==> src/source/ldpc_settings.svh <==
`ifndef LDPC_SETTINGS_SVH
`define LDPC_SETTINGS_SVH

`define LDPC_CIRC        31
`define LDPC_BLOCK_ROWS  3
`define LDPC_BLOCK_COLS  5
`define LDPC_CODE_LEN    155

`define LDPC_INT_BITS    8
`define LDPC_FRAC_BITS   8
`define LDPC_LLR_MAG     11 // Raw value in the 8.8 format.

`define LDPC_MAX_ITER    30
`define LDPC_ITER_BITS   5

// Circulant shifts, row-major over the 3x5 block grid.
`define LDPC_SHIFT_0     1
`define LDPC_SHIFT_1     2
`define LDPC_SHIFT_2     4
`define LDPC_SHIFT_3     8
`define LDPC_SHIFT_4     16
`define LDPC_SHIFT_5     5
`define LDPC_SHIFT_6     10
`define LDPC_SHIFT_7     20
`define LDPC_SHIFT_8     9
`define LDPC_SHIFT_9     18
`define LDPC_SHIFT_10    25
`define LDPC_SHIFT_11    19
`define LDPC_SHIFT_12    7
`define LDPC_SHIFT_13    14
`define LDPC_SHIFT_14    28

`endif

==> src/source/ldpc_pkg.sv <==
`default_nettype none

`include "ldpc_settings.svh"

package ldpc_pkg;

	typedef logic signed [`LDPC_INT_BITS+`LDPC_FRAC_BITS-1:0] llr_t;
	typedef logic [$clog2(`LDPC_CIRC)-1:0] index_t;
	typedef logic [`LDPC_ITER_BITS-1:0] iter_t;
	typedef logic [`LDPC_CODE_LEN-1:0] word_t;

	typedef enum logic [2:0] {
		phase_idle,
		phase_syndrome,
		phase_variable,
		phase_check,
		phase_finished
	} phase_t;

	localparam index_t SHIFTS [`LDPC_BLOCK_ROWS*`LDPC_BLOCK_COLS] = '{
		`LDPC_SHIFT_0, `LDPC_SHIFT_1, `LDPC_SHIFT_2, `LDPC_SHIFT_3, `LDPC_SHIFT_4,
		`LDPC_SHIFT_5, `LDPC_SHIFT_6, `LDPC_SHIFT_7, `LDPC_SHIFT_8, `LDPC_SHIFT_9,
		`LDPC_SHIFT_10, `LDPC_SHIFT_11, `LDPC_SHIFT_12, `LDPC_SHIFT_13, `LDPC_SHIFT_14
	};

endpackage

`default_nettype wire

==> src/source/variable_node.sv <==
`timescale 1ns/100ps
`default_nettype none

`include "ldpc_settings.svh"

module variable_node (
	input wire ldpc_pkg::llr_t channel,
	input wire ldpc_pkg::llr_t msg_in [`LDPC_BLOCK_ROWS],
	output ldpc_pkg::llr_t msg_out [`LDPC_BLOCK_ROWS],
	output logic hard_bit
);

	localparam int deg = `LDPC_BLOCK_ROWS;
	localparam int msg_w = `LDPC_INT_BITS + `LDPC_FRAC_BITS;
	localparam int sum_w = msg_w + 2;
	localparam logic signed [sum_w-1:0] sat_max = sum_w'(2 ** (msg_w - 1) - 1);
	localparam logic signed [sum_w-1:0] sat_min = -sat_max; // Symmetric range.

	logic signed [sum_w-1:0] belief;
	logic signed [sum_w-1:0] extrinsic [deg];

	always_comb begin
		belief = sum_w'(channel);
		for (int i = 0; i < deg; i++)
			belief = belief + sum_w'(msg_in[i]);

		for (int i = 0; i < deg; i++) begin
			extrinsic[i] = belief - sum_w'(msg_in[i]);
			if (extrinsic[i] > sat_max)
				msg_out[i] = ldpc_pkg::llr_t'(sat_max);
			else if (extrinsic[i] < sat_min)
				msg_out[i] = ldpc_pkg::llr_t'(sat_min);
			else
				msg_out[i] = ldpc_pkg::llr_t'(extrinsic[i]);
		end
	end

	assign hard_bit = belief[sum_w-1]; // Negative belief decides a one.

endmodule

`default_nettype wire

==> config.mk <==
export PLATFORM = sky130hd
export DESIGN_NAME = variable_node
export DESIGN_NICKNAME = d
export VERILOG_FILES = /design/src/source/ldpc_pkg.sv /design/src/source/variable_node.sv
export VERILOG_INCLUDE_DIRS = /design/src /design/src/source
export SDC_FILE = /design/constraint.sdc
export NUM_CORES = 1
export LEC_CHECK = 0
export ABC_AREA = 1
export BUFFER_PORTS_ARGS = -buffer_cell sky130_fd_sc_hd__buf_2
export CAP_MARGIN = 20
export CORE_MARGIN = 8
export CORE_UTILIZATION = 40
export DETAILED_ROUTE_END_ITERATION = 10
export MAX_ROUTING_LAYER = met4
export PLACE_DENSITY_LB_ADDON = 0.05
export RECOVER_POWER = 100
export SYNTH_ARGS = -nofsm -noshare
export SYNTH_HDL_FRONTEND = slang
export SYNTH_SLANG_ARGS = --single-unit
==> constraint.sdc <==
create_clock -name vclk -period 8.2
set_input_delay 1.64 -clock vclk [all_inputs]
set_output_delay 1.64 -clock vclk [all_outputs]
set_load 0.03 [all_outputs]
Yosys cells after proc, flatten, opt, wreduce, memory -nomap -nowiden. Index checks and enable logic that the tools add are counted.

Muxes and demuxes: 6. $lt $le $gt $ge: 6. Add/subtract/negate cells: 6.

Operators by type and width (number): two-way mux 16 bit (6); > comparator 18 x 16 -> 1 bit (second input constant) (3); < comparator 18 x 16 -> 1 bit (second input constant) (3); subtractor 18 x 16 -> 18 bit (3); adder 17 x 16 -> 18 bit (1); adder 18 x 16 -> 18 bit (1); adder 16 x 16 -> 17 bit (1).

Bits in registers: 0. Logic and storage cells: 18.

Depth between registers and ports, before layout.
Depth in word-level cells: 7. Mapped depth: 32. Depth with buffers taken out: 31.

Least setup slack after synthesis. Ideal clock, no wire load.

Path type: input-to-output. Start: input msg_in[1] (netlist bit). End: output msg_out[41] (netlist bit). Arrival: 5.973 ns. Data required time: 6.560 ns. Buffers on the path: 1. Cell stages on the path: 30. Path slack: 0.587 ns. Cells stage by stage: inv_1 > fa_1 > fa_1 > inv_1 > ha_1 > inv_1 > fa_1 > nand3b_1 > nand2_1 > nand4_1 > nand2_1 > nand3_1 > nand2_1 > nand3_1 > nand2_1 > a31oi_1 > xor2_1 > ha_1 > inv_1 > o31ai_1 > a21oi_1 > or2_1 > nand2_1 > nand2_1 > nand2_2 > inv_2 > nand2_4 > buf_6 > nand2_1 > nand2_1.

RTL lines: from (decl) (line variable_node.sv:8) `` input wire ldpc_pkg::llr_t msg_in [`LDPC_BLOCK_ROWS], ``; to (decl) (line variable_node.sv:9) `` output ldpc_pkg::llr_t msg_out [`LDPC_BLOCK_ROWS], ``.

==> flow_metrics.py <==
metrics = {
    "status": {
        "run_status": "finished, final reports clean",
    },
    "sta": {
        "tns_ns": 0,
        "fin_crit_ns": 8.05,
        "rsz0062_at_grt": "yes",
        "fin_crit_sh_pct": 98.2,
        "slew_violations": 0,
        "hold_viol": 0,
        "setup_ws_ns": 0.146,
        "max_slew.worst_pin.slew_ns": 0.408,
        "setup-violations-final": 0,
        "relSlewSlack_pct": 72.5,
        "fmax_mhz": 124,
    },
    "route": {
        "drtIter0Drc": 302,
        "dr.pass1.iters": 5,
        "vias": 5750,
        "post_drt_wl_per_cell_um": 14.0,
        "viasPerCell": 4.83,
        "antenna_left": 0,
        "totalWireLength_um": 16700,
        "drc": 0,
    },
    "place": {
        "port_buffers": 113,
        "dp_slack_ns": 0.0537,
        "gp_congestion": 0.882,
        "post-dp-hpwl_um": 14000,
        "dp.cells": 1173,
    },
    "final_layout": {
        "instances_no_fill": 1191,
        "clockBufferCount": 0,
        "area_growth_pct": 32.1,
        "fillers": 1380,
        "flops_and_latches": 0,
        "seq_area_sq_um": 0,
        "layout_common_cells": "nand2_1, inv_1, buf_2",
        "drive_above_1_share_pct": 24.0,
        "final_common_cell": "nand2_1",
        "final_nets": 1190,
        "antenna_cells": 0,
    },
    "yosys": {
        "seq_area_frac_synth_pct": 0,
        "syn_nets": 1043,
        "syn_area_per_cell_sq_um": 5.90,
        "syn-cell-area_sq_um": 5150,
        "yosysTopAreaCell": "nand2_1",
        "yosysTopAreaCellShare_pct": 19.2,
        "syn_inst": 874,
        "synth_cell_types": 37,
        "ys_warn_count": 0,
        "synth_area_leaders": "nand2_1, ha_1, fa_1",
    },
    "die": {
        "die_h_um": 130,
        "dieArea_sq_um": 16800,
        "core_sq_um": 12600,
        "ios": 113,
        "rows": 41,
        "die_w_um": 130,
        "initial_core_util_pct": 40.8,
    },
    "critical_path": {
        "start_kind": "input port",
        "cp_max_fo": 8,
        "worstPathArrival_ns": 6.41,
        "worstSetupPathType": "in2out",
        "cpMaxStageDelayCell": "fa_1",
        "worstPathRequired_ns": 6.56,
        "crit_path_max_incr_delay_ns": 0.57,
        "cp-end-kind": "output pin",
        "crit_path_frequent_cell": "nand2_2",
    },
    "clock_tree": {
        "hold_buffers": 0,
    },
    "global_routing": {
        "grt-ovfl-total": 0,
        "antenna_found_initial": 0,
        "grt_pass1_wl_um": 25400,
        "grt_max_degree": 16,
        "first_global_vias": 5412,
        "grt.total_usage_pct": 18.7,
    },
    "job": {
        "drv_cap": 0,
    },
    "worst_hold_path": {
        "min_path_type": "in2out",
    },
}
[critical path: cells and delay by family]
family	cells	cell delay, ns
compound gates	3	0.45
xor+xnor	2	0.46
fa+ha+maj	5	1.80
buf+inv	7	0.55
simple gates	13	1.48
[cells by family after synthesis]
family	count (synthesis)	share of synthesized area, %
simple gates	422	35.2
fa+ha+maj	105	30.9
compound gates	104	11.6
buf+inv	205	15.7
xor+xnor	38	6.60
[synth_stat cells, types with 3 or more instances]
cell      number
a21o_1         4
a21oi_1       60
a21oi_2        3
buf_6          3
fa_1          37
ha_1          68
inv_1        196
inv_2          3
nand2_1      264
nand2_2       10
nand3_1       58
nand3_2        3
nand3b_1      10
nand4_1       14
nor2_1        46
nor3_1         9
o21a_1         5
o21ai_0       15
o21ai_1        4
o21ai_2        3
o31ai_1        4
xnor2_1        8
xor2_1        29
[what timing repair did]
action                                  CTS  global route
endpoints found under the setup margin    0            45
setup buffers                             0            13
gates resized for setup                   0           184
[final timing paths]
path                       start     endpoint  slack, ns  cells past startpoint
worst max-delay path  msg_in[17]  msg_out[33]       0.15                     30
worst min-delay path  msg_in[32]  msg_out[32]       3.80                      4
[layer usage]
layer  part of all wire (%)  global-route usage (%)
met1                     49                    24.8
met2                     47                    32.4
met3                    3.5                   0.329
met4                    1.2                    1.23
met5                      0                       -
[stage by stage]
stage                     util (%)  hold slack [ns]  area (sq um)
after CTS                     47.8             3.80          6030
after floorplan                  -             3.60          5150
final                         54.0             3.80          6810
after global placement        47.8             3.80          6030
after global routing          54.0             3.82          6810
after detailed placement      47.8             3.80          6030
[area by class of cell]
class	instances	area, sq um	share of cell area, %
inverter	199	759	11.2
multi-input combinational	674	4870	71.5
timing repair buffer	146	967	14.2
tap	172	215	3.16
Power is not shown: default switching activity piles up to over one toggle a cycle in this logic, so the estimate is an artifact.
