<file path="src/source/ldpc_settings.svh">
`ifndef LDPC_SETTINGS_SVH
`define LDPC_SETTINGS_SVH

`define LDPC_CIRC        31
`define LDPC_BLOCK_ROWS  3
`define LDPC_BLOCK_COLS  5
`define LDPC_CODE_LEN    155

`define LDPC_INT_BITS    8
`define LDPC_FRAC_BITS   8
`define LDPC_LLR_MAG     11 // Raw value in the 8.8 format.

`define LDPC_MAX_ITER    30
`define LDPC_ITER_BITS   5

// Circulant shifts, row-major over the 3x5 block grid.
`define LDPC_SHIFT_0     1
`define LDPC_SHIFT_1     2
`define LDPC_SHIFT_2     4
`define LDPC_SHIFT_3     8
`define LDPC_SHIFT_4     16
`define LDPC_SHIFT_5     5
`define LDPC_SHIFT_6     10
`define LDPC_SHIFT_7     20
`define LDPC_SHIFT_8     9
`define LDPC_SHIFT_9     18
`define LDPC_SHIFT_10    25
`define LDPC_SHIFT_11    19
`define LDPC_SHIFT_12    7
`define LDPC_SHIFT_13    14
`define LDPC_SHIFT_14    28

`endif

</file>
<file path="src/source/ldpc_pkg.sv">
`default_nettype none

`include "ldpc_settings.svh"

package ldpc_pkg;

	typedef logic signed [`LDPC_INT_BITS+`LDPC_FRAC_BITS-1:0] llr_t;
	typedef logic [$clog2(`LDPC_CIRC)-1:0] index_t;
	typedef logic [`LDPC_ITER_BITS-1:0] iter_t;
	typedef logic [`LDPC_CODE_LEN-1:0] word_t;

	typedef enum logic [2:0] {
		phase_idle,
		phase_syndrome,
		phase_variable,
		phase_check,
		phase_finished
	} phase_t;

	localparam index_t SHIFTS [`LDPC_BLOCK_ROWS*`LDPC_BLOCK_COLS] = '{
		`LDPC_SHIFT_0, `LDPC_SHIFT_1, `LDPC_SHIFT_2, `LDPC_SHIFT_3, `LDPC_SHIFT_4,
		`LDPC_SHIFT_5, `LDPC_SHIFT_6, `LDPC_SHIFT_7, `LDPC_SHIFT_8, `LDPC_SHIFT_9,
		`LDPC_SHIFT_10, `LDPC_SHIFT_11, `LDPC_SHIFT_12, `LDPC_SHIFT_13, `LDPC_SHIFT_14
	};

endpackage

`default_nettype wire

</file>
<file path="src/source/codeword_store.sv">
`timescale 1ns/100ps
`default_nettype none

`include "ldpc_settings.svh"

module codeword_store (
	input wire clk,
	input wire rst,
	input wire load,
	input wire ldpc_pkg::word_t codeword,
	input wire ldpc_pkg::phase_t phase,
	input wire ldpc_pkg::index_t pos,
	input wire ldpc_pkg::index_t wr_pos,
	input wire wr_en,
	input wire [`LDPC_BLOCK_COLS-1:0] hard_bits,
	output ldpc_pkg::llr_t channel [`LDPC_BLOCK_COLS],
	output logic [`LDPC_BLOCK_ROWS-1:0] row_parity,
	output ldpc_pkg::word_t decoded
);

	localparam int circ = `LDPC_CIRC;
	localparam int rows = `LDPC_BLOCK_ROWS;
	localparam int cols = `LDPC_BLOCK_COLS;
	localparam ldpc_pkg::llr_t llr_pos = ldpc_pkg::llr_t'(`LDPC_LLR_MAG);
	localparam ldpc_pkg::llr_t llr_neg = -llr_pos;

	ldpc_pkg::word_t chan_bits;
	logic [cols-1:0] touched [rows];

	// Column within the circulant that a row connects to.
	function automatic ldpc_pkg::index_t row_to_col(ldpc_pkg::index_t row,
		ldpc_pkg::index_t shift);
		logic [$bits(ldpc_pkg::index_t):0] sum;
		sum = {1'b0, row} + {1'b0, shift};
		if (sum >= ($bits(sum))'(circ))
			sum = sum - ($bits(sum))'(circ);
		return ldpc_pkg::index_t'(sum);
	endfunction

	always_comb begin
		for (int i = 0; i < rows; i++)
			for (int j = 0; j < cols; j++)
				touched[i][j] = decoded[j*circ + int'(row_to_col(pos, ldpc_pkg::SHIFTS[i*cols + j]))];
	end

	// Registered to line up with the message memory read.
	always_ff @(posedge clk) begin
		if (load)
			chan_bits <= codeword;
		for (int i = 0; i < rows; i++)
			row_parity[i] <= ^touched[i];
		for (int j = 0; j < cols; j++)
			channel[j] <= chan_bits[j*circ + int'(pos)] ? llr_neg : llr_pos;
	end

	always_ff @(posedge clk or posedge rst) begin
		if (rst) begin
			decoded <= '0;
		end else if (load) begin
			decoded <= codeword;
		end else if (wr_en && phase == ldpc_pkg::phase_variable) begin
			for (int j = 0; j < cols; j++)
				decoded[j*circ + int'(wr_pos)] <= hard_bits[j];
		end
	end

endmodule

`default_nettype wire

</file>
<file path="config.mk">
export PLATFORM = sky130hd
export DESIGN_NAME = codeword_store
export DESIGN_NICKNAME = d
export VERILOG_FILES = /design/src/source/ldpc_pkg.sv /design/src/source/codeword_store.sv
export VERILOG_INCLUDE_DIRS = /design/src /design/src/source
export SDC_FILE = /design/constraint.sdc
export NUM_CORES = 1
export LEC_CHECK = 0
export BUFFER_PORTS_ARGS = -buffer_cell sky130_fd_sc_hd__clkbuf_2
export CELL_PAD_IN_SITES_DETAIL_PLACEMENT = 2
export CELL_PAD_IN_SITES_GLOBAL_PLACEMENT = 2
export CORE_MARGIN = 2
export CORE_UTILIZATION = 25
export DETAILED_ROUTE_END_ITERATION = 8
export GPL_ROUTABILITY_DRIVEN = 0
export GPL_TIMING_DRIVEN = 0
export PLACE_DENSITY_LB_ADDON = 0.1
export SYNTH_ARGS = -nofsm -noshare
export SYNTH_HDL_FRONTEND = slang
export SYNTH_SLANG_ARGS = --single-unit
export TNS_END_PERCENT = 50
</file>
<file path="constraint.sdc">
create_clock -name clk -period 11.55 [get_ports clk]
set_input_delay 2.31 -clock clk [delete_from_list [all_inputs] [get_ports clk]]
set_output_delay 2.31 -clock clk [all_outputs]
set_load 0.005 [all_outputs]
</file>
Word level (Yosys, flattened, before mapping)
Index checks and enable logic that the tools add are counted.
- register bits after elaboration: 393
- bits of input ports: 177
- output and inout bits: 238
- $add $sub $neg: 50
- magnitude comparators: 45
- eq/ne operators: 1
- mux-type cells: 93
- reduce and logical (&&, ||, !) cells: 10
- operators with widths (kind ; number):
    $bwmux W155 ; 5
    $mux W155 ; 2
    $bmux W1 S8 ; 16
    $ge A6 B5 Y1 const B ; 15
    $lt A8 B9 Y1 const B ; 10
    $add A7 B5 Y8 const A ; 10
    $mux W16 ; 5
    $mux W5 ; 15
    $sub A5 B5 Y5 const B ; 15
    $lt A5 B9 Y1 const B ; 5
    $lt A6 B9 Y1 const B ; 5
    $lt A7 B9 Y1 const B ; 5
    $mux W1 ; 41
    $add A5 B5 Y6 const B ; 6
    $add A6 B5 Y7 const A ; 5
    $demux W1 S8 ; 4
    $add A5 B5 Y6 const A ; 5
    $add A5 B4 Y6 const B ; 4
    $bmux W1 S5 ; 4
    $add A5 B3 Y6 const B ; 3
    $ge A8 B1 Y1 const B ; 2
    $reduce_xor A5 Y1 ; 3
    $ge A7 B1 Y1 const B ; 1
    $add A5 B1 Y6 const B ; 1
    other kinds (7) ; 12

Longest topological paths before layout
Gate-level depths: netlist (run 1).
- word-level depth: 11
- mapped depth: 27

Least setup slack after synthesis (run 1)
No wires, ideal clock.
- path type: input-to-reg
- from: input port pos[0]
- to: register row_parity[2]
- setup time: 130 ps
- arrival: 8420 ps
- required time: 11420 ps
- slack: 3000 ps
- stages on the path: 24
- path buffers: 12
- path through: buf_4 inv_2 clkbuf_1 clkbuf_1 clkbuf_1 ha_1 buf_2 buf_1 clkbuf_1 buf_2 buf_2 buf_2 buf_1 o21ai_0 o21ai_0 ha_1 clkbuf_1 mux4_2 mux2_2 a31oi_1 nand3_1 a2111oi_0 nor3_1 xnor3_1
- longest elaborated chain between the ends: 8
- elaborated cells between the ends (all ways): 39
- ends and longest elaborated chain (element ; line ; RTL):
    from (decl) ; codeword_store.sv:12 ; input wire ldpc_pkg::index_t pos,
    $add A5 B4 Y6 (tied with other cells) ; codeword_store.sv:34 ; sum = {1'b0, row} + {1'b0, shift};
    $sub A5 B5 Y5 / $ge A6 B5 Y1 (equally long branches) ; codeword_store.sv:36, codeword_store.sv:35 ;
    $mux W5 ; codeword_store.sv:35 ; if (sum >= ($bits(sum))'(circ))
    $add A7 B5 Y8 (tied with other cells) ; codeword_store.sv:43 ; touched[i][j] = decoded[j*circ + int'(row_to_col(pos, ldpc_pkg::SHIFTS[i*cols + j]))];
    $bmux W1 S8 ; codeword_store.sv:43 ;
    $mux W1 (not written as such) (2 in a row) ; codeword_store.sv:43 ;
    $reduce_xor A5 Y1 * ; codeword_store.sv:51 ; row_parity[i] <= ^touched[i];
    to (signal, indexed assignment) ; codeword_store.sv:51 ;
    to (decl) ; codeword_store.sv:17 ; output logic [`LDPC_BLOCK_ROWS-1:0] row_parity,
Mark *: on every way between the ends. The rest lies on a longest branch, timed or not. The select of a mux whose other input is x is not followed.
A chain may end at the register's enable or synchronous reset.

Final worst setup path (run 1)
- from: input port pos[0]
- to: register row_parity[1]
- longest elaborated chain between the ends: 8
- elaborated cells between the ends (all ways): 39
- ends and longest elaborated chain (element ; line):
    $add A5 B4 Y6 / $add A5 B5 Y6 (equally long branches) ; codeword_store.sv:34
    $sub A5 B5 Y5 / $ge A6 B5 Y1 (equally long branches) ; codeword_store.sv:36, codeword_store.sv:35
    $mux W5 ; codeword_store.sv:35
    $add A7 B5 Y8 (tied with other cells) ; codeword_store.sv:43
    $bmux W1 S8 ; codeword_store.sv:43
    $mux W1 (not written as such) (2 in a row) ; codeword_store.sv:43
    $reduce_xor A5 Y1 * ; codeword_store.sv:51
Marked as above.

==> flow_metrics.env, run 1 <==
export IMPL_outcome="finished with violations"
export IMPL_failed_checks="capacitance limit"
export IMPL_avgSynthCellArea_sq_um=9.36
export IMPL_fin_crit_sh_pct=98.9
export IMPL_synth_warnings=0
export IMPL_cts_buffers=43
export IMPL_p_per_area_nw_per_um2=141
export IMPL_synth_area_sq_um=29800
export IMPL_p_leak_nw=14.0
export IMPL_synthArstFlopShare_pct=48.0
export IMPL_track_usage_pct=33.0
export IMPL_cts_sinks=323
export IMPL_yosys_most_used_dff="edfxtp_1"
export IMPL_grt_pass1_wl_um=280000
export IMPL_drtAntennaViolNets=0
export IMPL_chipHeight_um=349
export IMPL_cts_hold_buf=0
export IMPL_avgRoutedWirePerCell_um=39.4
export IMPL_die_w_um=349
export IMPL_avgViaCountPerCell=6.11
export IMPL_multi_input_area_sq_um=19100
export IMPL_grt_setup_unrepaired="no"
export IMPL_worst_pin_slew_ps=1470
export IMPL_cts_tree="built"
export IMPL_synth_area_leader_cell="edfxtp_1"
export IMPL_synth_adder_area_share_pct=2.00
export IMPL_synth_seq_area_share_pct=29.6
export IMPL_timing_fmax_mhz=87.6
export IMPL_r2r_start="decoded[59]"
export IMPL_hold_viol=0
export IMPL_ys_types=98
export IMPL_die_area_sq_um=122000
export IMPL_grt_max_degree=105
export IMPL_top_layer_used="met5"
export IMPL_slowest_stage="buf_2"
export IMPL_min_to="decoded[141]"
export IMPL_reg2reg_slack_ps=7370
export IMPL_cts_root_buf="clkbuf_16"
export IMPL_min_path_type="register to register"
export IMPL_reg2reg_depth=11
export IMPL_synth_edf_count=155
export IMPL_endpoint_kind="register"
export IMPL_synthCells=3179
export IMPL_antenna_found_initial=26
export IMPL_worst_slack_ps=129
export IMPL_hold_depth=2
export IMPL_fill_cells=13300
export IMPL_slew_viol_final=0
export IMPL_fp_coreArea_sq_um=118000
export IMPL_critPathMaxFanout=19
export IMPL_route_final_wire_length_um=205000
export IMPL_cp_num_buf_inv=11
export IMPL_post_cts_buffers=0
export IMPL_utilization_pct=29.9
export IMPL_start_kind="input port"
export IMPL_met1_length_um=88700
export IMPL_clkLatencyLatePin_ps=650
export IMPL_yosys_mux_area_fraction_pct=27.2
export IMPL_relSlewSlack_pct=1.11
export IMPL_synth_top_area_share_pct=15.6
export IMPL_r2r_end="row_parity[2]"
export IMPL_cts_htree_levels=2
export IMPL_drt_pass1_iter_count=5
export IMPL_synth_area_top_cells="edfxtp_1 (16%), mux4_2 (15%), dfrtp_1 (13%), mux2i_1 (11%), nand2_1 (5.3%)"
export IMPL_critPathKind="input port to register"
export IMPL_synth_simple_area_share_pct=14.1
export IMPL_initial_core_util_pct=25.2
export IMPL_nets=3860
export IMPL_drc=0
export IMPL_setup_viol=0
export IMPL_min_period_ps=11420
export IMPL_yosysMostFrequentCell="nand2_1"
export IMPL_seqCellArea_sq_um=8790
export IMPL_io_buffer_count=406
export IMPL_num_rows=126
export IMPL_dr_wl_met3_um=14200
export IMPL_synth_top_family_by_area="multiplexers"
export IMPL_pre_cts_slack_ps=-3170
export IMPL_ys_ff_latch=323
export IMPL_dr_wl_met2_um=91700
export IMPL_synth_compound_area_share_pct=18.1
export IMPL_ctsLongestPathBuffers=3
export IMPL_hold_start="decoded[141]"
export IMPL_grt_overflow=0
export IMPL_drtIter0Drc=3240
export IMPL_finalClockSkew_ps=49.9
export IMPL_synthTopCellsByCount="nand2_1 (417), mux2i_1 (319), o21ai_0 (247)"
export IMPL_syn_to_final_growth_pct=18.6
export IMPL_required_ps=12060
export IMPL_clk_pin_slew_ps=60
export IMPL_arrival_ps=11930
export IMPL_slowest_delay_ps=760
export IMPL_synth_xor_area_share_pct=2.67
export IMPL_drive_gt1_share_pct=24.5
export IMPL_cp_top_family="buffers and inverters"
export IMPL_grt_pass1_vias=32200
export IMPL_dp_hpwl_um=162000
export IMPL_vias=31900
export IMPL_ir_worst_vdd_v=0.000102
export IMPL_cap_viol_max_count=1
export IMPL_ios=415
## cell usage in the layout (no fill, tap or decap), drive strengths merged, types with 14 or more instances in the layout
cell type,netlist,final
o211ai,14,14
inv,63,68
a211oi,42,42
o31ai,19,19
and2,15,15
nor2,224,224
nand4,14,14
a31oi,39,39
mux4,200,200
a21o,17,17
mux2i,321,321
nand3,76,76
nor4,16,16
or3,14,14
clkinv,4,19
edfxtp,155,155
o21ai,252,252
ha,46,46
o221ai,22,22
a221oi,29,29
dfrtp,155,155
a21oi,155,155
nor2b,21,21
xor2,16,16
nand2b,14,14
buf,155,158
and3,29,29
nor3,68,68
clkbuf,177,637
mux2,33,33
xnor2,57,57
nand2,418,418
o22ai,100,100
## routing by layer
metal	vias up	global-route usage (%)
li1	13000	-
met1	17000	45.1
met2	1516	51.3
met3	347	5.08
met4	8	14.8
met5	-	0
## kinds of logic (layout without fill, tap and decap cells)
kind of cell / after synthesis / count (layout)
xor+xnor: 76 / 76
other cells: 1 / 11
mux: 554 / 554
flops: 323 / 323
fa+ha+maj: 47 / 47
simple gates: 947 / 947
compound gates: 832 / 832
buf+inv: 399 / 887
## sequential cells by signal (all words and copies together), names as in the netlist
register    count
channel        10
decoded       155
chan_bits     155
row_parity      3
## power by group
part / leakage, nW / internal [mW] / switching [mW]
combinational: 9.77 / 0.791 / 1.18
clock: 0.695 / 0.793 / 0.616
sequential: 3.51 / 1.32 / 0.265
## timing repair
| action | in CTS | in global routing |
|---|---|---|
| endpoints found under the hold margin | 0 | 0 |
| endpoints found under the setup margin | 5 | 0 |
| resized for setup | 5 | 0 |
## worst min-delay path, delay by kind of cell (launching register included)
kind | cells | cell delay, ps
mux | 1 | 150
flops | 1 | 460
compound gates | 1 | 80
## area by class of cell
class | instances | area share (%)
Tap cell | 1536 | 5.45
Antenna cell | 6 | 0.0425
Clock buffer | 55 | 3.32
Inverter | 67 | 0.734
Multi-Input combinational cell | 2461 | 54.2
Buffer | 329 | 4.60
Sequential cell | 323 | 24.9
Clock inverter | 25 | 0.698
Timing Repair Buffer | 411 | 6.01
## how the worst max path moves through the flow
stage	cells after the start	to	from
floorplan	24	row_parity[2]	pos[0]
global placement	26	row_parity[2]	pos[0]
detailed placement	28	row_parity[1]	pos[0]
CTS	24	row_parity[2]	pos[0]
global route	25	row_parity[1]	pos[0]
finish	25	row_parity[1]	pos[0]
## metrics by stage
step / hold WS [ps] / instances / instance area (sq um) / setup TNS, ps / total power, mW
5_1_grt: 761 / 5208 / 35300 / 0 / 5.12
3_3_place_gp: 704 / 5125 / 33700 / -10430 / 3.51
3_5_place_dp: 722 / 5130 / 33800 / -10350 / 3.53
4_1_cts: 729 / 5207 / 35300 / 0 / 4.95
6_report: 731 / 5213 / 35300 / 0 / 4.97
2_1_floorplan: 586 / 3183 / 29800 / 0 / 2.57
Note: power is estimated with default switching activity, not from simulation.
==> run 2: changes to the inputs <==
ABC_AREA = 1   (was default)
PLACE_DENSITY_LB_ADDON = 0.12   (was 0.1)
==> flow_metrics.env, run 2 <==
export IMPL_avgRoutedWirePerCell_um=34.8
export IMPL_synth_area_sq_um=30300
export IMPL_post_cts_buffers=0
export IMPL_synthCells=4733
export IMPL_track_usage_pct=36.9
export IMPL_grt_overflow=0
export IMPL_avgSynthCellArea_sq_um=6.40
export IMPL_pre_cts_slack_ps=897
export IMPL_pwr_share_seq_pct=31.0
export IMPL_drtAntennaViolNets=0
export IMPL_synthTopCellsByCount="nand2_1 (1363), nand3_1 (745), inv_1 (385)"
export IMPL_start_kind="input port"
export IMPL_synth_area_leader_cell="nand2_1"
export IMPL_dp_hpwl_um=193000
export IMPL_worst_slack_ps=1090
export IMPL_avgViaCountPerCell=5.91
export IMPL_placed_cell_area_sq_um=34400
export IMPL_ir_worst_vdd_v=0.000105
export IMPL_drtIter0Drc=4805
export IMPL_slowest_stage="buf_1"
export IMPL_critPathMaxFanout=15
export IMPL_cts_hold_buf=0
export IMPL_slew_viol_final=3
export IMPL_vias=40400
export IMPL_cts_sinks=323
export IMPL_synth_area_top_cells="nand2_1 (17%), edfxtp_1 (15%), dfrtp_1 (13%), nand3_1 (12%), o21ai_0 (5.9%)"
export IMPL_antenna_found_initial=20
export IMPL_fin_tns_setup_ps=0
export IMPL_relSlewSlack_pct=-5.39
export IMPL_fp_coreArea_sq_um=120000
export IMPL_failed_checks="capacitance limit, slew limit"
export IMPL_p_comb_share_pct=41.3
export IMPL_final_common_cell="nand2_1"
export IMPL_synth_edf_count=155
export IMPL_p_leak_nw=15.6
export IMPL_synth_top_area_share_pct=16.9
export IMPL_nets=5414
export IMPL_swShare_pct=46.2
export IMPL_cts_htree_levels=2
export IMPL_die_area_sq_um=124000
export IMPL_grt_max_degree=112
export IMPL_required_ps=12070
export IMPL_crit_top_cell="nand2_1"
export IMPL_route_final_wire_length_um=238000
export IMPL_syn_to_final_growth_pct=18.6
export IMPL_fin_total_pwr_mw=5.26
export IMPL_ys_types=63
export IMPL_fin_area_sq_um=35900
export IMPL_ctsLongestPathBuffers=3
export IMPL_drc=0
export IMPL_outcome="finished with violations"
export IMPL_grt_pass1_vias=40700
export IMPL_worst_pin_slew_ps=1560
export IMPL_min_path_type="register to register"
export IMPL_slowest_delay_ps=1070
export IMPL_setup_viol=0
export IMPL_min_period_ps=10460
export IMPL_io_buffer_count=406
export IMPL_cts_tree="built"
export IMPL_p_int_mw=2.83
export IMPL_cts_repair_resized=0
export IMPL_cap_viol_max_count=2
export IMPL_arrival_ps=10970
export IMPL_cts_root_buf="clkbuf_16"
export IMPL_hold_viol=0
export IMPL_synth_seq_area_share_pct=29.0
export IMPL_clk_pin_slew_ps=70
export IMPL_chipHeight_um=352
export IMPL_power_switching_mw=2.43
export IMPL_endpoint_kind="register"
export IMPL_ios=415
export IMPL_fin_crit_sh_pct=90.5
export IMPL_die_w_um=352
export IMPL_cts_buffers=43
export IMPL_layout_common_cells="nand2_1 (1363), nand3_1 (745), clkbuf_2 (405), inv_1 (384), o21ai_0 (356)"
export IMPL_top_regs="chan_bits x155, decoded x155, channel x10"
export IMPL_placedCellCount=6757
export IMPL_initial_core_util_pct=25.2
export IMPL_finalClockSkew_ps=29.0
export IMPL_grt_setup_unrepaired="no"
export IMPL_utilization_pct=29.9
export IMPL_yosysMostFrequentCell="nand2_1"
export IMPL_critPathKind="input port to register"
export IMPL_clkLatencyLatePin_ps=610
export IMPL_fin_cells=6839
export IMPL_yosys_most_used_dff="edfxtp_1"
export IMPL_hold_ws_ps=676
export IMPL_synthArstFlopShare_pct=48.0
export IMPL_ys_ff_latch=323
export IMPL_grt_pass1_wl_um=324000
export IMPL_timing_fmax_mhz=95.6
export IMPL_drt_pass1_iter_count=5
export IMPL_num_rows=127
export IMPL_drive_gt1_share_pct=14.6
export IMPL_clkPwrFrac_pct=27.8
export IMPL_p_per_area_nw_per_um2=146
export IMPL_synth_warnings=0
[run 2: final timing paths]
| check | from | slack [ps] | end | depth (start not counted) |
|---|---|---|---|---|
| max in group asynchronous | rst | 8880 | decoded[23] | 3 |
| setup / recovery | pos[1] | 1090 | row_parity[0] | 29 |
| hold / removal | decoded[102] | 680 | decoded[102] | 2 |
| setup reg to reg | decoded[62] | 7850 | row_parity[0] | 16 |
| hold reg to reg | decoded[102] | 680 | decoded[102] | 2 |
| min in group asynchronous | rst | 1750 | decoded[119] | 2 |
[run 2: final cells by class]
type / count / area (sq um)
inverters: 407 / 1540
clock inverters: 22 / 307
repair buffers: 408 / 2100
well taps: 1612 / 2020
multi-input cells: 3658 / 18100
plain buffers: 349 / 1870
clock buffers: 57 / 1190
fillers: 14800 / 84000
flip-flops and latches: 323 / 8790
diodes: 3 / 7.51
[run 2: kinds of logic after synthesis]
kind of cell	after synthesis	share of synthesized area, %
flops	323	29.0
xor+xnor	28	0.921
mux	10	0.331
compound gates	1019	20.8
simple gates	2549	35.7
fa+ha+maj	47	1.97
buf+inv	756	11.2
other cells	1	0.0124
[run 2: worst max-delay path: cells and delay by family]
kind / cells / cell delay, ps
compound gates: 4 / 940
fa+ha+maj: 2 / 920
buf+inv: 12 / 5450
simple gates: 11 / 1290
[run 2: power by group through the flow]
stage	registers (mW)	clock network, mW	logic, mW
2_1_floorplan	1.46	0	1.16
4_1_cts	1.62	1.48	2.11
3_5_place_dp	1.64	0	2.09
5_1_grt	1.63	1.52	2.31
6_report	1.63	1.46	2.17
3_3_place_gp	1.64	0	2.05
[run 2: routing by layer]
metal	routed length [um]	vias to the layer above	global-route usage, %
met5	138	-	0
met3	23000	561	9.16
met2	99100	2294	54.8
met1	99600	20500	48.6
li1	-	17000	-
met4	15800	20	20.8
