[config.mk]
export PLATFORM = sky130hd
export DESIGN_NAME = decoder_control
export DESIGN_NICKNAME = d
export VERILOG_FILES = /design/src/source/ldpc_pkg.sv /design/src/source/decoder_control.sv
export VERILOG_INCLUDE_DIRS = /design/src /design/src/source
export SDC_FILE = /design/constraint.sdc
export NUM_CORES = 1
export LEC_CHECK = 0
export BUFFER_PORTS_ARGS = -buffer_cell sky130_fd_sc_hd__buf_2
export CAP_MARGIN = 20
export CORE_MARGIN = 2
export CORE_UTILIZATION = 54
export CTS_BUF_LIST = sky130_fd_sc_hd__clkbuf_2
export DETAILED_ROUTE_END_ITERATION = 12
export GPL_TIMING_DRIVEN = 0
export PLACE_DENSITY = 0.83
export SYNTH_ARGS = -nofsm -noshare
export SYNTH_HDL_FRONTEND = slang
export SYNTH_SLANG_ARGS = --single-unit
[constraint.sdc]
create_clock -name clk -period 2 [get_ports clk]
set_input_delay 0.1 -clock clk [delete_from_list [all_inputs] [get_ports clk]]
set_output_delay 0.1 -clock clk [all_outputs]
set_load 0.005 [all_outputs]
[src/source/ldpc_settings.svh]
`ifndef LDPC_SETTINGS_SVH
`define LDPC_SETTINGS_SVH

`define LDPC_CIRC        31
`define LDPC_BLOCK_ROWS  3
`define LDPC_BLOCK_COLS  5
`define LDPC_CODE_LEN    155

`define LDPC_INT_BITS    8
`define LDPC_FRAC_BITS   8
`define LDPC_LLR_MAG     11 // Raw value in the 8.8 format.

`define LDPC_MAX_ITER    30
`define LDPC_ITER_BITS   5

// Circulant shifts, row-major over the 3x5 block grid.
`define LDPC_SHIFT_0     1
`define LDPC_SHIFT_1     2
`define LDPC_SHIFT_2     4
`define LDPC_SHIFT_3     8
`define LDPC_SHIFT_4     16
`define LDPC_SHIFT_5     5
`define LDPC_SHIFT_6     10
`define LDPC_SHIFT_7     20
`define LDPC_SHIFT_8     9
`define LDPC_SHIFT_9     18
`define LDPC_SHIFT_10    25
`define LDPC_SHIFT_11    19
`define LDPC_SHIFT_12    7
`define LDPC_SHIFT_13    14
`define LDPC_SHIFT_14    28

`endif

[src/source/ldpc_pkg.sv]
`default_nettype none

`include "ldpc_settings.svh"

package ldpc_pkg;

	typedef logic signed [`LDPC_INT_BITS+`LDPC_FRAC_BITS-1:0] llr_t;
	typedef logic [$clog2(`LDPC_CIRC)-1:0] index_t;
	typedef logic [`LDPC_ITER_BITS-1:0] iter_t;
	typedef logic [`LDPC_CODE_LEN-1:0] word_t;

	typedef enum logic [2:0] {
		phase_idle,
		phase_syndrome,
		phase_variable,
		phase_check,
		phase_finished
	} phase_t;

	localparam index_t SHIFTS [`LDPC_BLOCK_ROWS*`LDPC_BLOCK_COLS] = '{
		`LDPC_SHIFT_0, `LDPC_SHIFT_1, `LDPC_SHIFT_2, `LDPC_SHIFT_3, `LDPC_SHIFT_4,
		`LDPC_SHIFT_5, `LDPC_SHIFT_6, `LDPC_SHIFT_7, `LDPC_SHIFT_8, `LDPC_SHIFT_9,
		`LDPC_SHIFT_10, `LDPC_SHIFT_11, `LDPC_SHIFT_12, `LDPC_SHIFT_13, `LDPC_SHIFT_14
	};

endpackage

`default_nettype wire

[src/source/decoder_control.sv]
`timescale 1ns/100ps
`default_nettype none

`include "ldpc_settings.svh"

module decoder_control (
	input wire clk,
	input wire rst,
	input wire start,
	input wire [`LDPC_BLOCK_ROWS-1:0] row_parity,
	output ldpc_pkg::phase_t phase,
	output ldpc_pkg::index_t pos,
	output ldpc_pkg::index_t wr_pos,
	output logic wr_en,
	output logic load,
	output logic busy,
	output logic done,
	output logic success,
	output ldpc_pkg::iter_t iterations
);

	localparam int circ = `LDPC_CIRC;
	localparam int step_bits = $clog2(circ + 2);
	localparam logic [step_bits-1:0] last_step = step_bits'(circ + 1);
	localparam ldpc_pkg::iter_t last_iter = ldpc_pkg::iter_t'(`LDPC_MAX_ITER - 1);

	logic [step_bits-1:0] step;
	logic syn_bad;
	logic active;
	logic check_rows;
	logic phase_end;

	assign active = (phase == ldpc_pkg::phase_syndrome) || (phase == ldpc_pkg::phase_variable) ||
		(phase == ldpc_pkg::phase_check);
	assign check_rows = (phase == ldpc_pkg::phase_syndrome) || (phase == ldpc_pkg::phase_check);
	assign phase_end = active && (step == last_step);

	assign pos = (step < step_bits'(circ)) ? ldpc_pkg::index_t'(step) : '0;
	assign load = start && (phase == ldpc_pkg::phase_idle);
	assign busy = (phase != ldpc_pkg::phase_idle);
	assign done = (phase == ldpc_pkg::phase_finished);

	always_ff @(posedge clk or posedge rst) begin
		if (rst) begin
			phase <= ldpc_pkg::phase_idle;
			step <= '0;
			wr_pos <= '0;
			wr_en <= 1'b0;
			syn_bad <= 1'b0;
			success <= 1'b0;
			iterations <= '0;
		end else begin
			wr_pos <= pos; // Row or column whose read data returns next cycle.
			wr_en <= active && (step < step_bits'(circ));
			if (wr_en && check_rows && |row_parity)
				syn_bad <= 1'b1;

			case (phase)
				ldpc_pkg::phase_idle: begin
					if (start) begin
						phase <= ldpc_pkg::phase_syndrome;
						syn_bad <= 1'b0;
						success <= 1'b0;
						iterations <= '0;
					end
				end
				ldpc_pkg::phase_finished: begin
					phase <= ldpc_pkg::phase_idle;
				end
				default: begin
					step <= phase_end ? '0 : step + 1'b1;
					if (phase_end) begin
						syn_bad <= 1'b0;
						if (phase == ldpc_pkg::phase_syndrome) begin
							if (syn_bad) begin
								phase <= ldpc_pkg::phase_variable;
							end else begin
								phase <= ldpc_pkg::phase_finished;
								success <= 1'b1;
							end
						end else if (phase == ldpc_pkg::phase_variable) begin
							phase <= ldpc_pkg::phase_check;
						end else begin
							iterations <= iterations + 1'b1;
							if (!syn_bad) begin
								phase <= ldpc_pkg::phase_finished;
								success <= 1'b1;
							end else if (iterations == last_iter) begin
								phase <= ldpc_pkg::phase_finished; // Give up.
							end else begin
								phase <= ldpc_pkg::phase_variable;
							end
						end
					end
				end
			endcase
		end
	end

endmodule

`default_nettype wire

======== Yosys cells after proc, flatten, opt, wreduce, memory -nomap -nowiden ========
Index checks and enable logic that the tools add are counted.
storage, ports and cells
  input bits .............................. 6
  bits in registers ....................... 22
  word-level logic and storage cells ...... 63
operators by class
  $lt $le $gt $ge ......................... 1
  add/sub/neg operators ................... 2
  eq/ne operators ......................... 10
  bitwise gates (word level) .............. 1
  mux-type cells .......................... 25
  reductions and logical operators ........ 17
operators with widths
  cell                   count
  $mux W5                5
  $mux W3                7
  $pmux W5 S2            1
  $mux W1                8
  $add A6 B1 Y6 const B  1
  $eq A3 B2 Y1 const B   2
  $eq A6 B6 Y1 const B   1
  $lt A6 B5 Y1 const B   1
  $mux W6                1
  $pmux W3 S2            1
  $reduce_bool A3 Y1     2
  $add A5 B1 Y5 const B  1
  $eq A5 B5 Y1 const B   1
  $logic_and A1 B1 Y1    5
  $reduce_and A5 Y1      1
  $ne A2 B1 Y1 const B   2
  $pmux W1 S2            2
  $reduce_and A4 Y1      1
  $eq A3 B1 Y1 const B   1
  $eq A3 B3 Y1 const B   1
  $logic_not A3 Y1       1
  $logic_or A1 B1 Y1     3
  $ne A3 B2 Y1 const B   1
  $reduce_or A3 Y1       1
  5 further kinds        5

======== Logic depth before layout (Yosys ltp) ========
Gate-level depths: netlist of run 1.
  depth in word-level cells ............... 7
  mapped depth ............................ 6
  depth with buffers taken out ............ 5

======== Least setup slack after synthesis of run 1 ========
Ideal clock, no wire load.
  path kind ............................... register to register
  from .................................... reg step[0]
  to ...................................... reg iterations[0]
  path slack .............................. 0.528 ns
  period minus slack after synthesis ...... 1.472 ns
  arrival time ............................ 1.347 ns
  cell stages (with the launch flop) ...... 7
  library setup time ...................... 0.125 ns
  cells stage by stage .................... dfrtp_1 -> inv_1 -> ha_1 -> and3b_1 -> buf_6 -> and3_2 -> mux2_2
on the way
  cells in the longest elaborated chain, start to end .. 4
RTL lines
  item                                 line                   RTL
  start: declaration                   decoder_control.sv:27  logic [step_bits-1:0] step;
  start signal: assignment             decoder_control.sv:71  step <= phase_end ? '0 : step + 1'b1;
  $eq A6 B6 Y1                         decoder_control.sv:36  assign phase_end = active && (step == last_step);
  $logic_and A1 B1 Y1                  decoder_control.sv:36
  $reduce_bool A2 Y1 (no source line)  n/a
  $reduce_and A5 Y1 (no source line)   n/a
  end signal: assignment               decoder_control.sv:84  iterations <= iterations + 1'b1;
  end: declaration                     decoder_control.sv:19  output ldpc_pkg::iter_t iterations
Every way passes these cells.
A chain may end at the register's enable or synchronous reset.

======== Worst setup path after layout of run 1 ========
  from .................................... reg step[0]
  to ...................................... out pos[1]
on the way
  cells in the longest elaborated chain, start to end .. 2
RTL lines
  item              line                   RTL
  $lt A6 B5 Y1      decoder_control.sv:38  assign pos = (step < step_bits'(circ)) ? ldpc_pkg::index_t'(step) : '0;
  $mux W5           decoder_control.sv:38
  end: declaration  decoder_control.sv:12  output ldpc_pkg::index_t pos,
Every way passes these cells.

==> results of run 1 <==
-- state kept, by name (all words and copies together) (netlist names) --
| register | cells |
|---|---|
| wr_en | 1 |
| step | 6 |
| phase | 3 |
| syn_bad | 1 |
| success | 1 |
| iterations | 5 |
| wr_pos | 5 |
-- final cells by class --
type                            instances  share of cell area [%]
Timing Repair Buffer                   29                    11.3
Sequential cell                        22                    41.3
Buffer                                  4                    1.88
Multi-Input combinational cell         71                    39.3
Tap cell                               27                    2.54
Inverter                                8                    2.25
Clock inverter                          1                   0.282
Clock buffer                            3                    1.13
-- cells in the mapped netlist (2+ instances only) --
cell	instances	share of area (%)
sky130_fd_sc_hd__a31oi_1	2	1.1
sky130_fd_sc_hd__xnor2_1	2	1.6
sky130_fd_sc_hd__buf_2	2	0.89
sky130_fd_sc_hd__and3_1	3	1.7
sky130_fd_sc_hd__dfrtp_1	22	49
sky130_fd_sc_hd__a41oi_1	6	4.7
sky130_fd_sc_hd__o22ai_1	3	1.7
sky130_fd_sc_hd__o21ai_0	4	1.8
sky130_fd_sc_hd__inv_1	8	2.7
sky130_fd_sc_hd__or2_2	3	1.7
sky130_fd_sc_hd__a21oi_1	2	0.89
sky130_fd_sc_hd__and2_1	4	2.2
sky130_fd_sc_hd__ha_1	4	4.5
sky130_fd_sc_hd__nand2_1	6	2.0
sky130_fd_sc_hd__mux2_2	2	2.0
sky130_fd_sc_hd__nand3_1	4	1.8
sky130_fd_sc_hd__nand4_1	3	1.7
sky130_fd_sc_hd__and3b_1	2	1.6
sky130_fd_sc_hd__nor2_1	3	1.0
-- cells by family after synthesis --
group,synth area share (%)
compound gates,16.9
fa+ha+maj,4.46
simple gates,21.1
mux,2.01
buf+inv,4.90
flops,49.1
xor+xnor,1.56
-- timing repair --
action / 4_1_cts / 5_1_grt
hold buffers: 1 / 0
hold endpoints to repair: 22 / 0
gates resized for setup: 0 / 1
endpoints found under the setup margin: 0 / 4
-- tightest hold or removal path: stages --
cell,delay (ns)
sky130_fd_sc_hd__buf_2,0.11
sky130_fd_sc_hd__a21oi_1,0.10
sky130_fd_sc_hd__a21boi_0,0.08
-- metal layers --
layer | track usage, % | up-vias | wire length (µm)
met5 | 0 | - | 0
met4 | 5.56 | 0 | 23
met3 | 3.94 | 2 | 88
met2 | 33.3 | 20 | 1190
met1 | 25.8 | 451 | 1080
li1 | - | 451 | -
-- power by group --
group	leakage, nW	switching (mW)	total (mW)	internal, mW
sequential	0.266	0.153	0.756	0.603
clock	0.0140	0.133	0.176	0.0435
combinational	0.372	0.377	0.719	0.342
total	0.652	0.663	1.65	0.988
-- final timing paths --
check | end | slack (ns) | cells past startpoint
worst min-delay path | phase[0]$_DFFE_PP0P_ | 0.08 | 3
min in group asynchronous | wr_pos[3]$_DFF_PP0_ | 0.43 | 3
max in group asynchronous | phase[1]$_DFFE_PP0P_ | 1.08 | 3
worst max-delay path | pos[1] | 0.23 | 4
worst max register to register | phase[1]$_DFFE_PP0P_ | 0.38 | 6
worst min register to register | success$_DFFE_PP0P_ | 0.53 | 1
==> impl_metrics.csv, run 1 <==
group,metric,value,unit
yosys,synth.distinct_cells,39,
layout,final_design_area_no_fill,1330,µm²
place,place_area,1300,µm²
layout,final_core_utilization,67.9,%
sta,min_cycle_time_layout,1.77,ns
sta,holdWs,0.0753,ns
setup_path,timing.critical_path.cells,"ha_1 > a41oi_2 > and2_1 > buf_2",
layout,nNetsFinal,149,
layout,multi_input_comb_area,524,µm²
routing,remaining_drc_errors,0,
power_and_ir_drop,worst_ir_drop_on_vdd,0.000909,V
routing,drt-wirelength-per-cell,14.4,µm
setup_path,critical-path-slowest-cell,"sky130_fd_sc_hd__dfrtp_1",
sta,relSlewSlack,46.4,%
sta,final-hold-violation-count,0,
sta,max_slew.worst_pin.slew,0.803,ns
global_route,largest_net_degree_at_the_start_of_global_routing,23,
setup_path,worst_path_largest_cell_delay,0.48,ns
setup_path,crit_path_max_delay_family,"flip-flops",
cts,clk_transition_reported_paths,0.20,ns
cts,numCtsBuffers,3,
routing,detail_route.first_pass.iterations,4,
cts,cts.path.max_buffers,2,
place,pre_cts_ws,0.416,ns
routing,routed-via-count,924,
cts,postCtsSetupBuffers,0,
cts,clk-insertion-delay-late,0.32,ns
min_path,hold_path_class,"input pin to register",
place,post-place-cells,160,
power_and_ir_drop,p_leak,0.652,nW
yosys,number_of_synthesized_flops_with_an_enable_pin,0,
global_route,grt.total_usage,19.8,%
die,num_rows,16,
sta,timing.final.max_slew_violations,0,
layout,n_fill_cell,180,
flow_run,max_cap_violations,0,
cts,htree_levels,1,
place,gpl.final_weighted_congestion,0.817,
yosys,synthesis.nets,115,
routing,routed_wl,2380,µm
cts,cts.root.buffer_cell,"sky130_fd_sc_hd__clkbuf_2",
global_route,grt_first_pass_wirelength,3730,µm
die,core_area,1960,µm²
setup_path,crit_path_end_kind,"output pin",
layout,share_of_layout_cells_above_drive_strength_1,33.3,%
setup_path,start_kind,"register",
sta,setup_total_negative_slack,0,ns
yosys,avg_synthesized_cell_area,10.7,µm²
setup_path,cp.required,1.90,ns
setup_path,critical_path.max_fanout,6,
die,design.portCount,29,
die,die-area,2460,µm²
layout,sequential_cell_area,551,µm²
sta,rsz0062_at_grt,"no",
layout,layout.cells.non_filler,165,
power_and_ir_drop,power,1.65,mW
min_path,timing.hold.worst.start,"start",
setup_path,regToRegStartpoint,"step[0]$_DFFE_PP0P_",
yosys,synth_sequential_area_ratio,49.1,%
routing,detail_route.iter0.violations,17,
routing,viasPerCell,5.60,
status,run_status,"finished, final reports clean",
sta,final_min_period_over_clock_period,88.6,%
yosys,synth_cells,105,
setup_path,critical_path_class,"register to output pin",
yosys,synth.ff_latch_count,22,
setup_path,path_buf_inv,1,
die,die_w,49.6,µm
global_route,vias_in_the_first_global_route,845,
layout,flow.area_growth_from_synthesis,18.7,%
layout,most_frequent_standard_cell_in_the_layout_excluding_fill_and_tap_cells,"sky130_fd_sc_hd__buf_2",
die,initial_utilization,57.2,%
global_route,overflow,0,
global_route,antenna_found_initial,0,
power_and_ir_drop,p_per_area,1240,nW/µm²
die,chipHeight,49.6,µm
layout,most-common-layout-cells,"sky130_fd_sc_hd__buf_2, sky130_fd_sc_hd__dfrtp_1, sky130_fd_sc_hd__inv_1, sky130_fd_sc_hd__nand2_1, sky130_fd_sc_hd__a41oi_1",
place,dpl.hpwl,1700,µm
setup_path,crit_arrival,1.67,ns
sta,finClkSkew,0.00185,ns
setup_path,worstSetupStartpoint,"step[0]$_DFFE_PP0P_",
sta,setup-violations-final,0,
cts,tritoncts,"done",
yosys,async_set_or_reset_register_ratio_after_synthesis,100,%
yosys,warning_count_from_the_yosys_run,0,
yosys,synth_ff_type,"sky130_fd_sc_hd__dfrtp_1",
routing,drtAntennaViolNets,0,
sta,fmax,565,MHz
layout,number_of_antenna_repair_diodes,0,
cts,clk_sinks,22,
place,placement.io_buffers,28,
sta,fin_ws,0.229,ns
yosys,syn_area,1120,µm²
Power figures use the tool's default switching activity.
==> inputs of run 2 (changes only) <==
--- a/config.mk
+++ b/config.mk
@@ -8,12 +8,15 @@
 export LEC_CHECK = 0
 export BUFFER_PORTS_ARGS = -buffer_cell sky130_fd_sc_hd__buf_2
 export CAP_MARGIN = 20
+export CELL_PAD_IN_SITES_DETAIL_PLACEMENT = 1
+export CELL_PAD_IN_SITES_GLOBAL_PLACEMENT = 1
+export CORE_ASPECT_RATIO = 2
 export CORE_MARGIN = 2
-export CORE_UTILIZATION = 54
+export CORE_UTILIZATION = 41
 export CTS_BUF_LIST = sky130_fd_sc_hd__clkbuf_2
 export DETAILED_ROUTE_END_ITERATION = 12
 export GPL_TIMING_DRIVEN = 0
-export PLACE_DENSITY = 0.83
+export PLACE_DENSITY = 0.82
 export SYNTH_ARGS = -nofsm -noshare
 export SYNTH_HDL_FRONTEND = slang
 export SYNTH_SLANG_ARGS = --single-unit
==> impl_metrics.csv, run 2 (same netlist as run 1, synthesis figures left out) <==
group,metric,value,unit
status,run_status,"finished, final reports clean",
routing,drtAntennaViolNets,0,
global_route,grt_use_met3,1.71,%
sta,finClkSkew,0.00668,ns
setup_path,crit_path_end_kind,"output pin",
power_and_ir_drop,power,1.69,mW
global_route,grt.total_usage,20.8,%
setup_path,path_buf_inv,2,
power_and_ir_drop,total_switching_power,0.698,mW
min_path,hold_path_class,"input pin to register",
cts,cts.root.buffer_cell,"sky130_fd_sc_hd__clkbuf_2",
setup_path,cp.required,1.90,ns
setup_path,critical_path.max_fanout,10,
global_route,grt.met2_usage,38.8,%
cts,htree_levels,1,
routing,remaining_drc_errors,0,
sta,relSlewSlack,44.2,%
sta,setup-violations-final,0,
global_route,antenna_found_initial,0,
setup_path,critPathMostFrequentCell,"sky130_fd_sc_hd__buf_2",
cts,tritoncts,"done",
global_route,overflow,0,
layout,flow.area_growth_from_synthesis,18.8,%
power_and_ir_drop,worst_ir_drop_on_vdd,0.000762,V
setup_path,critical-path-slowest-cell,"sky130_fd_sc_hd__nor2_1",
layout,most-common-layout-cells,"sky130_fd_sc_hd__buf_2, sky130_fd_sc_hd__dfrtp_1, sky130_fd_sc_hd__inv_1, sky130_fd_sc_hd__nand2_1, sky130_fd_sc_hd__a41oi_1",
die,num_rows,26,
cts,clk_sinks,22,
power_and_ir_drop,internal_power,0.991,mW
die,design.portCount,29,
routing,detail_route.first_pass.iterations,4,
global_route,globalRoute.busiestLayer,"met2",
cts,cts.path.max_buffers,2,
routing,routed_wl,2870,µm
power_and_ir_drop,p_leak,0.652,nW
sta,setup_total_negative_slack,0,ns
setup_path,crit_arrival,1.67,ns
setup_path,critical_path_class,"register to output pin",
routing,detail_route.iter0.violations,14,
layout,largest_reg_flops,6,
power_and_ir_drop,p_per_area,1270,nW/µm²
die,chipHeight,78.0,µm
layout,share_of_layout_cells_above_drive_strength_1,33.3,%
sta,final_min_period_over_clock_period,88.6,%
global_route,largest_net_degree_at_the_start_of_global_routing,23,
power_and_ir_drop,pwr-share-comb,44.4,%
cts,numCtsBuffers,3,
sta,fmax,564,MHz
place,dpl.hpwl,2260,µm
die,die_w,41.0,µm
power_and_ir_drop,part_of_the_total_power_dissipated_in_sequential_elements,44.9,%
place,placement.io_buffers,28,
routing,viasPerCell,5.66,
setup_path,timing.critical_path.cells,"buf_2 > nor2_1 > nand2_1 > buf_2",
layout,largest_register,"step",
routing,routed-via-count,940,
global_route,grt_first_pass_wirelength,4690,µm
global_route,vias_in_the_first_global_route,1010,
die,initial_utilization,43.7,%
layout,layout_top_registers,"step x6, iterations x5, wr_pos x5",
die,die-area,3200,µm²
layout,nNetsFinal,149,
sta,max_slew.worst_pin.slew,0.836,ns
routing,drt-wirelength-per-cell,17.3,µm
setup_path,worst_path_largest_cell_delay,0.50,ns
layout,final_design_area_no_fill,1330,µm²
place,place_area,1300,µm²
sta,min_cycle_time_layout,1.77,ns
sta,rsz0062_at_grt,"no",
sta,final-hold-violation-count,0,
layout,n_fill_cell,306,
cts,clk_transition_reported_paths,0.21,ns
setup_path,crit_path_max_delay_family,"simple AND/OR/NAND/NOR gates",
place,gpl.final_weighted_congestion,0.705,
power_and_ir_drop,netSwitchingFraction,41.4,%
cts,postCtsSetupBuffers,0,
flow_run,max_cap_violations,0,
setup_path,start_kind,"register",
sta,timing.final.max_slew_violations,0,
cts,clk-insertion-delay-late,0.32,ns
layout,number_of_antenna_repair_diodes,0,
die,core_area,2570,µm²
sta,holdWs,0.114,ns
power_and_ir_drop,clock_power_share,10.7,%
layout,most_frequent_standard_cell_in_the_layout_excluding_fill_and_tap_cells,"sky130_fd_sc_hd__buf_2",
global_route,use_met1,21.7,%
==> run 2: cell counts in the layout (fill, tap and decap cells not counted) <==
Identical to the previous run, type by type.
==> run 2: metal layers <==
layer / vias up / wire [µm] / share of wire [%]
met5: - / 0 / 0
met1: 477 / 1040 / 36
met3: 2 / 52 / 1.8
met4: 0 / 19 / 0.66
met2: 12 / 1760 / 61
li1: 449 / - / -
==> run 2: per-stage QoR <==
step | instances | util [%] | setup WS (ns)
6_report | 166 | 51.9 | 0.228
5_1_grt | 166 | 51.9 | 0.0837
4_1_cts | 166 | 51.6 | 0.0152
3_5_place_dp | 161 | 50.5 | 0.349
3_3_place_gp | 161 | 50.5 | 0.404
2_1_floorplan | 105 | - | 0.528
==> run 2: worst register-to-register path, cell delays in order, from the launching register on <==
cell and delay (ns):
sky130_fd_sc_hd__dfrtp_1 0.49, sky130_fd_sc_hd__inv_1 0.09, sky130_fd_sc_hd__ha_1 0.21, sky130_fd_sc_hd__and3b_1 0.17
sky130_fd_sc_hd__buf_6 0.14, sky130_fd_sc_hd__a32o_1 0.28, sky130_fd_sc_hd__a41oi_1 0.22
==> run 2: area by class of cell <==
class                   count  area [µm²]  area share [%]
clock inverters             1        3.75           0.281
plain buffers               4        25.0            1.88
flip-flops and latches     22         551            41.3
inverters                   8        30.0            2.25
repair buffers             29         150            11.3
well taps                  28        35.0            2.63
clock buffers               3        15.0            1.13
multi-input cells          71         524            39.3
==> run 2: repair_timing <==
action,in CTS,in global routing
hold endpoints to repair,22,0
resized for setup,0,1
hold buffers,1,0
setup endpoints to repair,0,5
==> run 2: power by group through the flow <==
stage	clock network, mW	logic (mW)	registers (mW)
floorplan	0	0.451	0.741
global placement	0	0.703	0.756
detailed placement	0	0.756	0.768
CTS	0.193	0.762	0.757
global route	0.200	0.842	0.788
finish	0.181	0.749	0.759
==> run 2: worst paths after layout <==
kind / slack [ns] / start / to / depth (start not counted)
setup / recovery: 0.23 / phase[1]$_DFFE_PP0P_ / busy / 4
hold reg to reg: 0.54 / syn_bad$_DFF_PP0_ / success$_DFFE_PP0P_ / 1
max in group asynchronous: 1.04 / rst / step[5]$_DFFE_PP0P_ / 3
min in group asynchronous: 0.45 / rst / wr_pos[3]$_DFF_PP0_ / 3
hold / removal: 0.11 / start / phase[0]$_DFFE_PP0P_ / 3
setup reg to reg: 0.33 / step[0]$_DFFE_PP0P_ / iterations[3]$_DFFE_PP0P_ / 6
==> inputs of run 3 (changes only) <==
--- a/config.mk
+++ b/config.mk
@@ -16,7 +16,8 @@
 export CTS_BUF_LIST = sky130_fd_sc_hd__clkbuf_2
 export DETAILED_ROUTE_END_ITERATION = 12
 export GPL_TIMING_DRIVEN = 0
-export PLACE_DENSITY = 0.82
+export PLACE_DENSITY_LB_ADDON = 0.2
+export SLEW_MARGIN = 30
 export SYNTH_ARGS = -nofsm -noshare
 export SYNTH_HDL_FRONTEND = slang
 export SYNTH_SLANG_ARGS = --single-unit
==> impl_metrics.csv, run 3 (same netlist as run 1, synthesis figures left out) <==
group,metric,value,unit
sta,finClkSkew,0.000851,ns
min_path,hold_path_class,"input pin to register",
routing,viasPerCell,5.66,
routing,remaining_drc_errors,0,
layout,number_of_antenna_repair_diodes,0,
routing,detail_route.iter0.violations,7,
global_route,overflow,0,
routing,drt-wirelength-per-cell,17.3,µm
layout,flow.area_growth_from_synthesis,20.5,%
sta,timing.final.max_slew_violations,0,
sta,min_cycle_time_layout,1.84,ns
cts,cts.path.max_buffers,2,
die,initial_utilization,43.7,%
setup_path,critical_path_class,"register to output pin",
sta,final-hold-violation-count,0,
cts,clk_sinks,22,
place,gpl.final_weighted_congestion,0.703,
layout,final_design_area_no_fill,1350,µm²
layout,largest_reg_flops,6,
global_route,largest_net_degree_at_the_start_of_global_routing,23,
cts,clk-insertion-delay-late,0.33,ns
setup_path,critical_path.max_fanout,6,
cts,cts.root.buffer_cell,"sky130_fd_sc_hd__clkbuf_2",
routing,drtAntennaViolNets,0,
sta,setup_total_negative_slack,0,ns
status,run_status,"finished, final reports clean",
die,num_rows,26,
setup_path,start_kind,"register",
layout,most-common-layout-cells,"sky130_fd_sc_hd__buf_2, sky130_fd_sc_hd__dfrtp_1, sky130_fd_sc_hd__inv_1, sky130_fd_sc_hd__a41oi_1, sky130_fd_sc_hd__nand2_1",
cts,htree_levels,1,
sta,max_slew.worst_pin.slew,0.805,ns
setup_path,cp.required,1.90,ns
power_and_ir_drop,p_leak,0.660,nW
cts,cts_resized,0,
layout,nNetsFinal,149,
cts,numCtsBuffers,3,
flow_run,max_cap_violations,0,
cts,tritoncts,"done",
die,core_area,2570,µm²
global_route,antenna_found_initial,0,
layout,most_frequent_standard_cell_in_the_layout_excluding_fill_and_tap_cells,"sky130_fd_sc_hd__buf_2",
sta,rsz0062_at_grt,"no",
sta,fmax,543,MHz
place,placement.io_buffers,28,
layout,largest_register,"step",
place,dpl.hpwl,2150,µm
die,chipHeight,78.0,µm
cts,clk_transition_reported_paths,0.22,ns
sta,setup-violations-final,0,
sta,relSlewSlack,46.0,%
routing,detail_route.first_pass.iterations,4,
routing,routed_wl,2880,µm
die,design.portCount,29,
sta,final_min_period_over_clock_period,92.1,%
global_route,grt.total_usage,21.1,%
die,die-area,3200,µm²
global_route,grt_first_pass_wirelength,4680,µm
setup_path,crit_arrival,1.74,ns
routing,routed-via-count,940,
setup_path,crit_path_end_kind,"output pin",
place,place_area,1300,µm²
layout,layout_top_registers,"step x6, iterations x5, wr_pos x5",
die,die_w,41.0,µm
layout,share_of_layout_cells_above_drive_strength_1,33.3,%
global_route,vias_in_the_first_global_route,1003,
power_and_ir_drop,worst_ir_drop_on_vdd,0.000725,V
power_and_ir_drop,p_per_area,1330,nW/µm²
-- run 3: cell count changes in the layout (fill, tap and decap cells not counted) --
| cell | previous run | this run |
|---|---|---|
| sky130_fd_sc_hd__inv_1 | 8 | 7 |
| sky130_fd_sc_hd__a41oi_1 | 5 | 6 |
| sky130_fd_sc_hd__bufinv_16 | 0 | 1 |
| sky130_fd_sc_hd__a41oi_2 | 1 | 0 |
-- run 3: area by class of cell --
type / count / area (µm²)
Fill cell: 299 / 1220
Sequential cell: 22 / 551
Multi-Input combinational cell: 71 / 517
Timing Repair Buffer: 29 / 150
Tap cell: 28 / 35.0
Clock inverter: 1 / 30.0
Inverter: 8 / 30.0
Buffer: 4 / 25.0
Clock buffer: 3 / 15.0
-- run 3: worst max-delay path, stage by stage (launching register included) --
cell and delay (ns):
sky130_fd_sc_hd__dfrtp_1 0.50, sky130_fd_sc_hd__ha_1 0.26, sky130_fd_sc_hd__a41oi_1 0.32, sky130_fd_sc_hd__and2_2 0.22
sky130_fd_sc_hd__buf_2 0.12
-- run 3: per-stage QoR --
stage | total power, mW | hold WS [ns] | worst slack, ns | instances | utilization [%]
6_report | 1.80 | 0.0680 | 0.157 | 166 | 52.6
5_1_grt | 1.95 | 0.100 | 0.00169 | 166 | 52.6
4_1_cts | 1.83 | 0.0560 | 0.122 | 166 | 52.6
3_5_place_dp | 1.51 | 0.322 | 0.344 | 161 | 50.5
3_3_place_gp | 1.47 | 0.307 | 0.362 | 161 | 50.5
2_1_floorplan | 1.19 | 0.0892 | 0.528 | 105 | -
-- run 3: where the power goes --
part           internal, mW  leakage, nW  switching, mW
Clock                 0.172       0.0266          0.145
Sequential            0.603        0.266          0.153
Combinational         0.338        0.368          0.392
-- run 3: layer usage --
layer | up-vias | routed length, µm | global-route usage [%]
met1 | 474 | 1070 | 23.2
met5 | - | 0 | 0
met4 | 0 | 16 | 6.00
met2 | 16 | 1720 | 38.4
met3 | 2 | 68 | 1.71
li1 | 448 | - | -
-- run 3: repair_timing --
item,CTS,global route
buffers inserted,0,0
setup endpoints to repair,0,0
hold buffers,1,0
hold endpoints to repair,22,0
-- run 3: final timing paths --
check | startpoint | end | slack [ns] | cells after the start
max | step[0]$_DFFE_PP0P_ | pos[2] | 0.16 | 4
min | start | phase[0]$_DFFE_PP0P_ | 0.07 | 3
max reg2reg | step[0]$_DFFE_PP0P_ | phase[1]$_DFFE_PP0P_ | 0.34 | 6
min reg2reg | syn_bad$_DFF_PP0_ | success$_DFFE_PP0P_ | 0.50 | 1
max in group asynchronous | rst | step[0]$_DFFE_PP0P_ | 1.27 | 3
min in group asynchronous | rst | iterations[1]$_DFFE_PP0P_ | 0.35 | 3
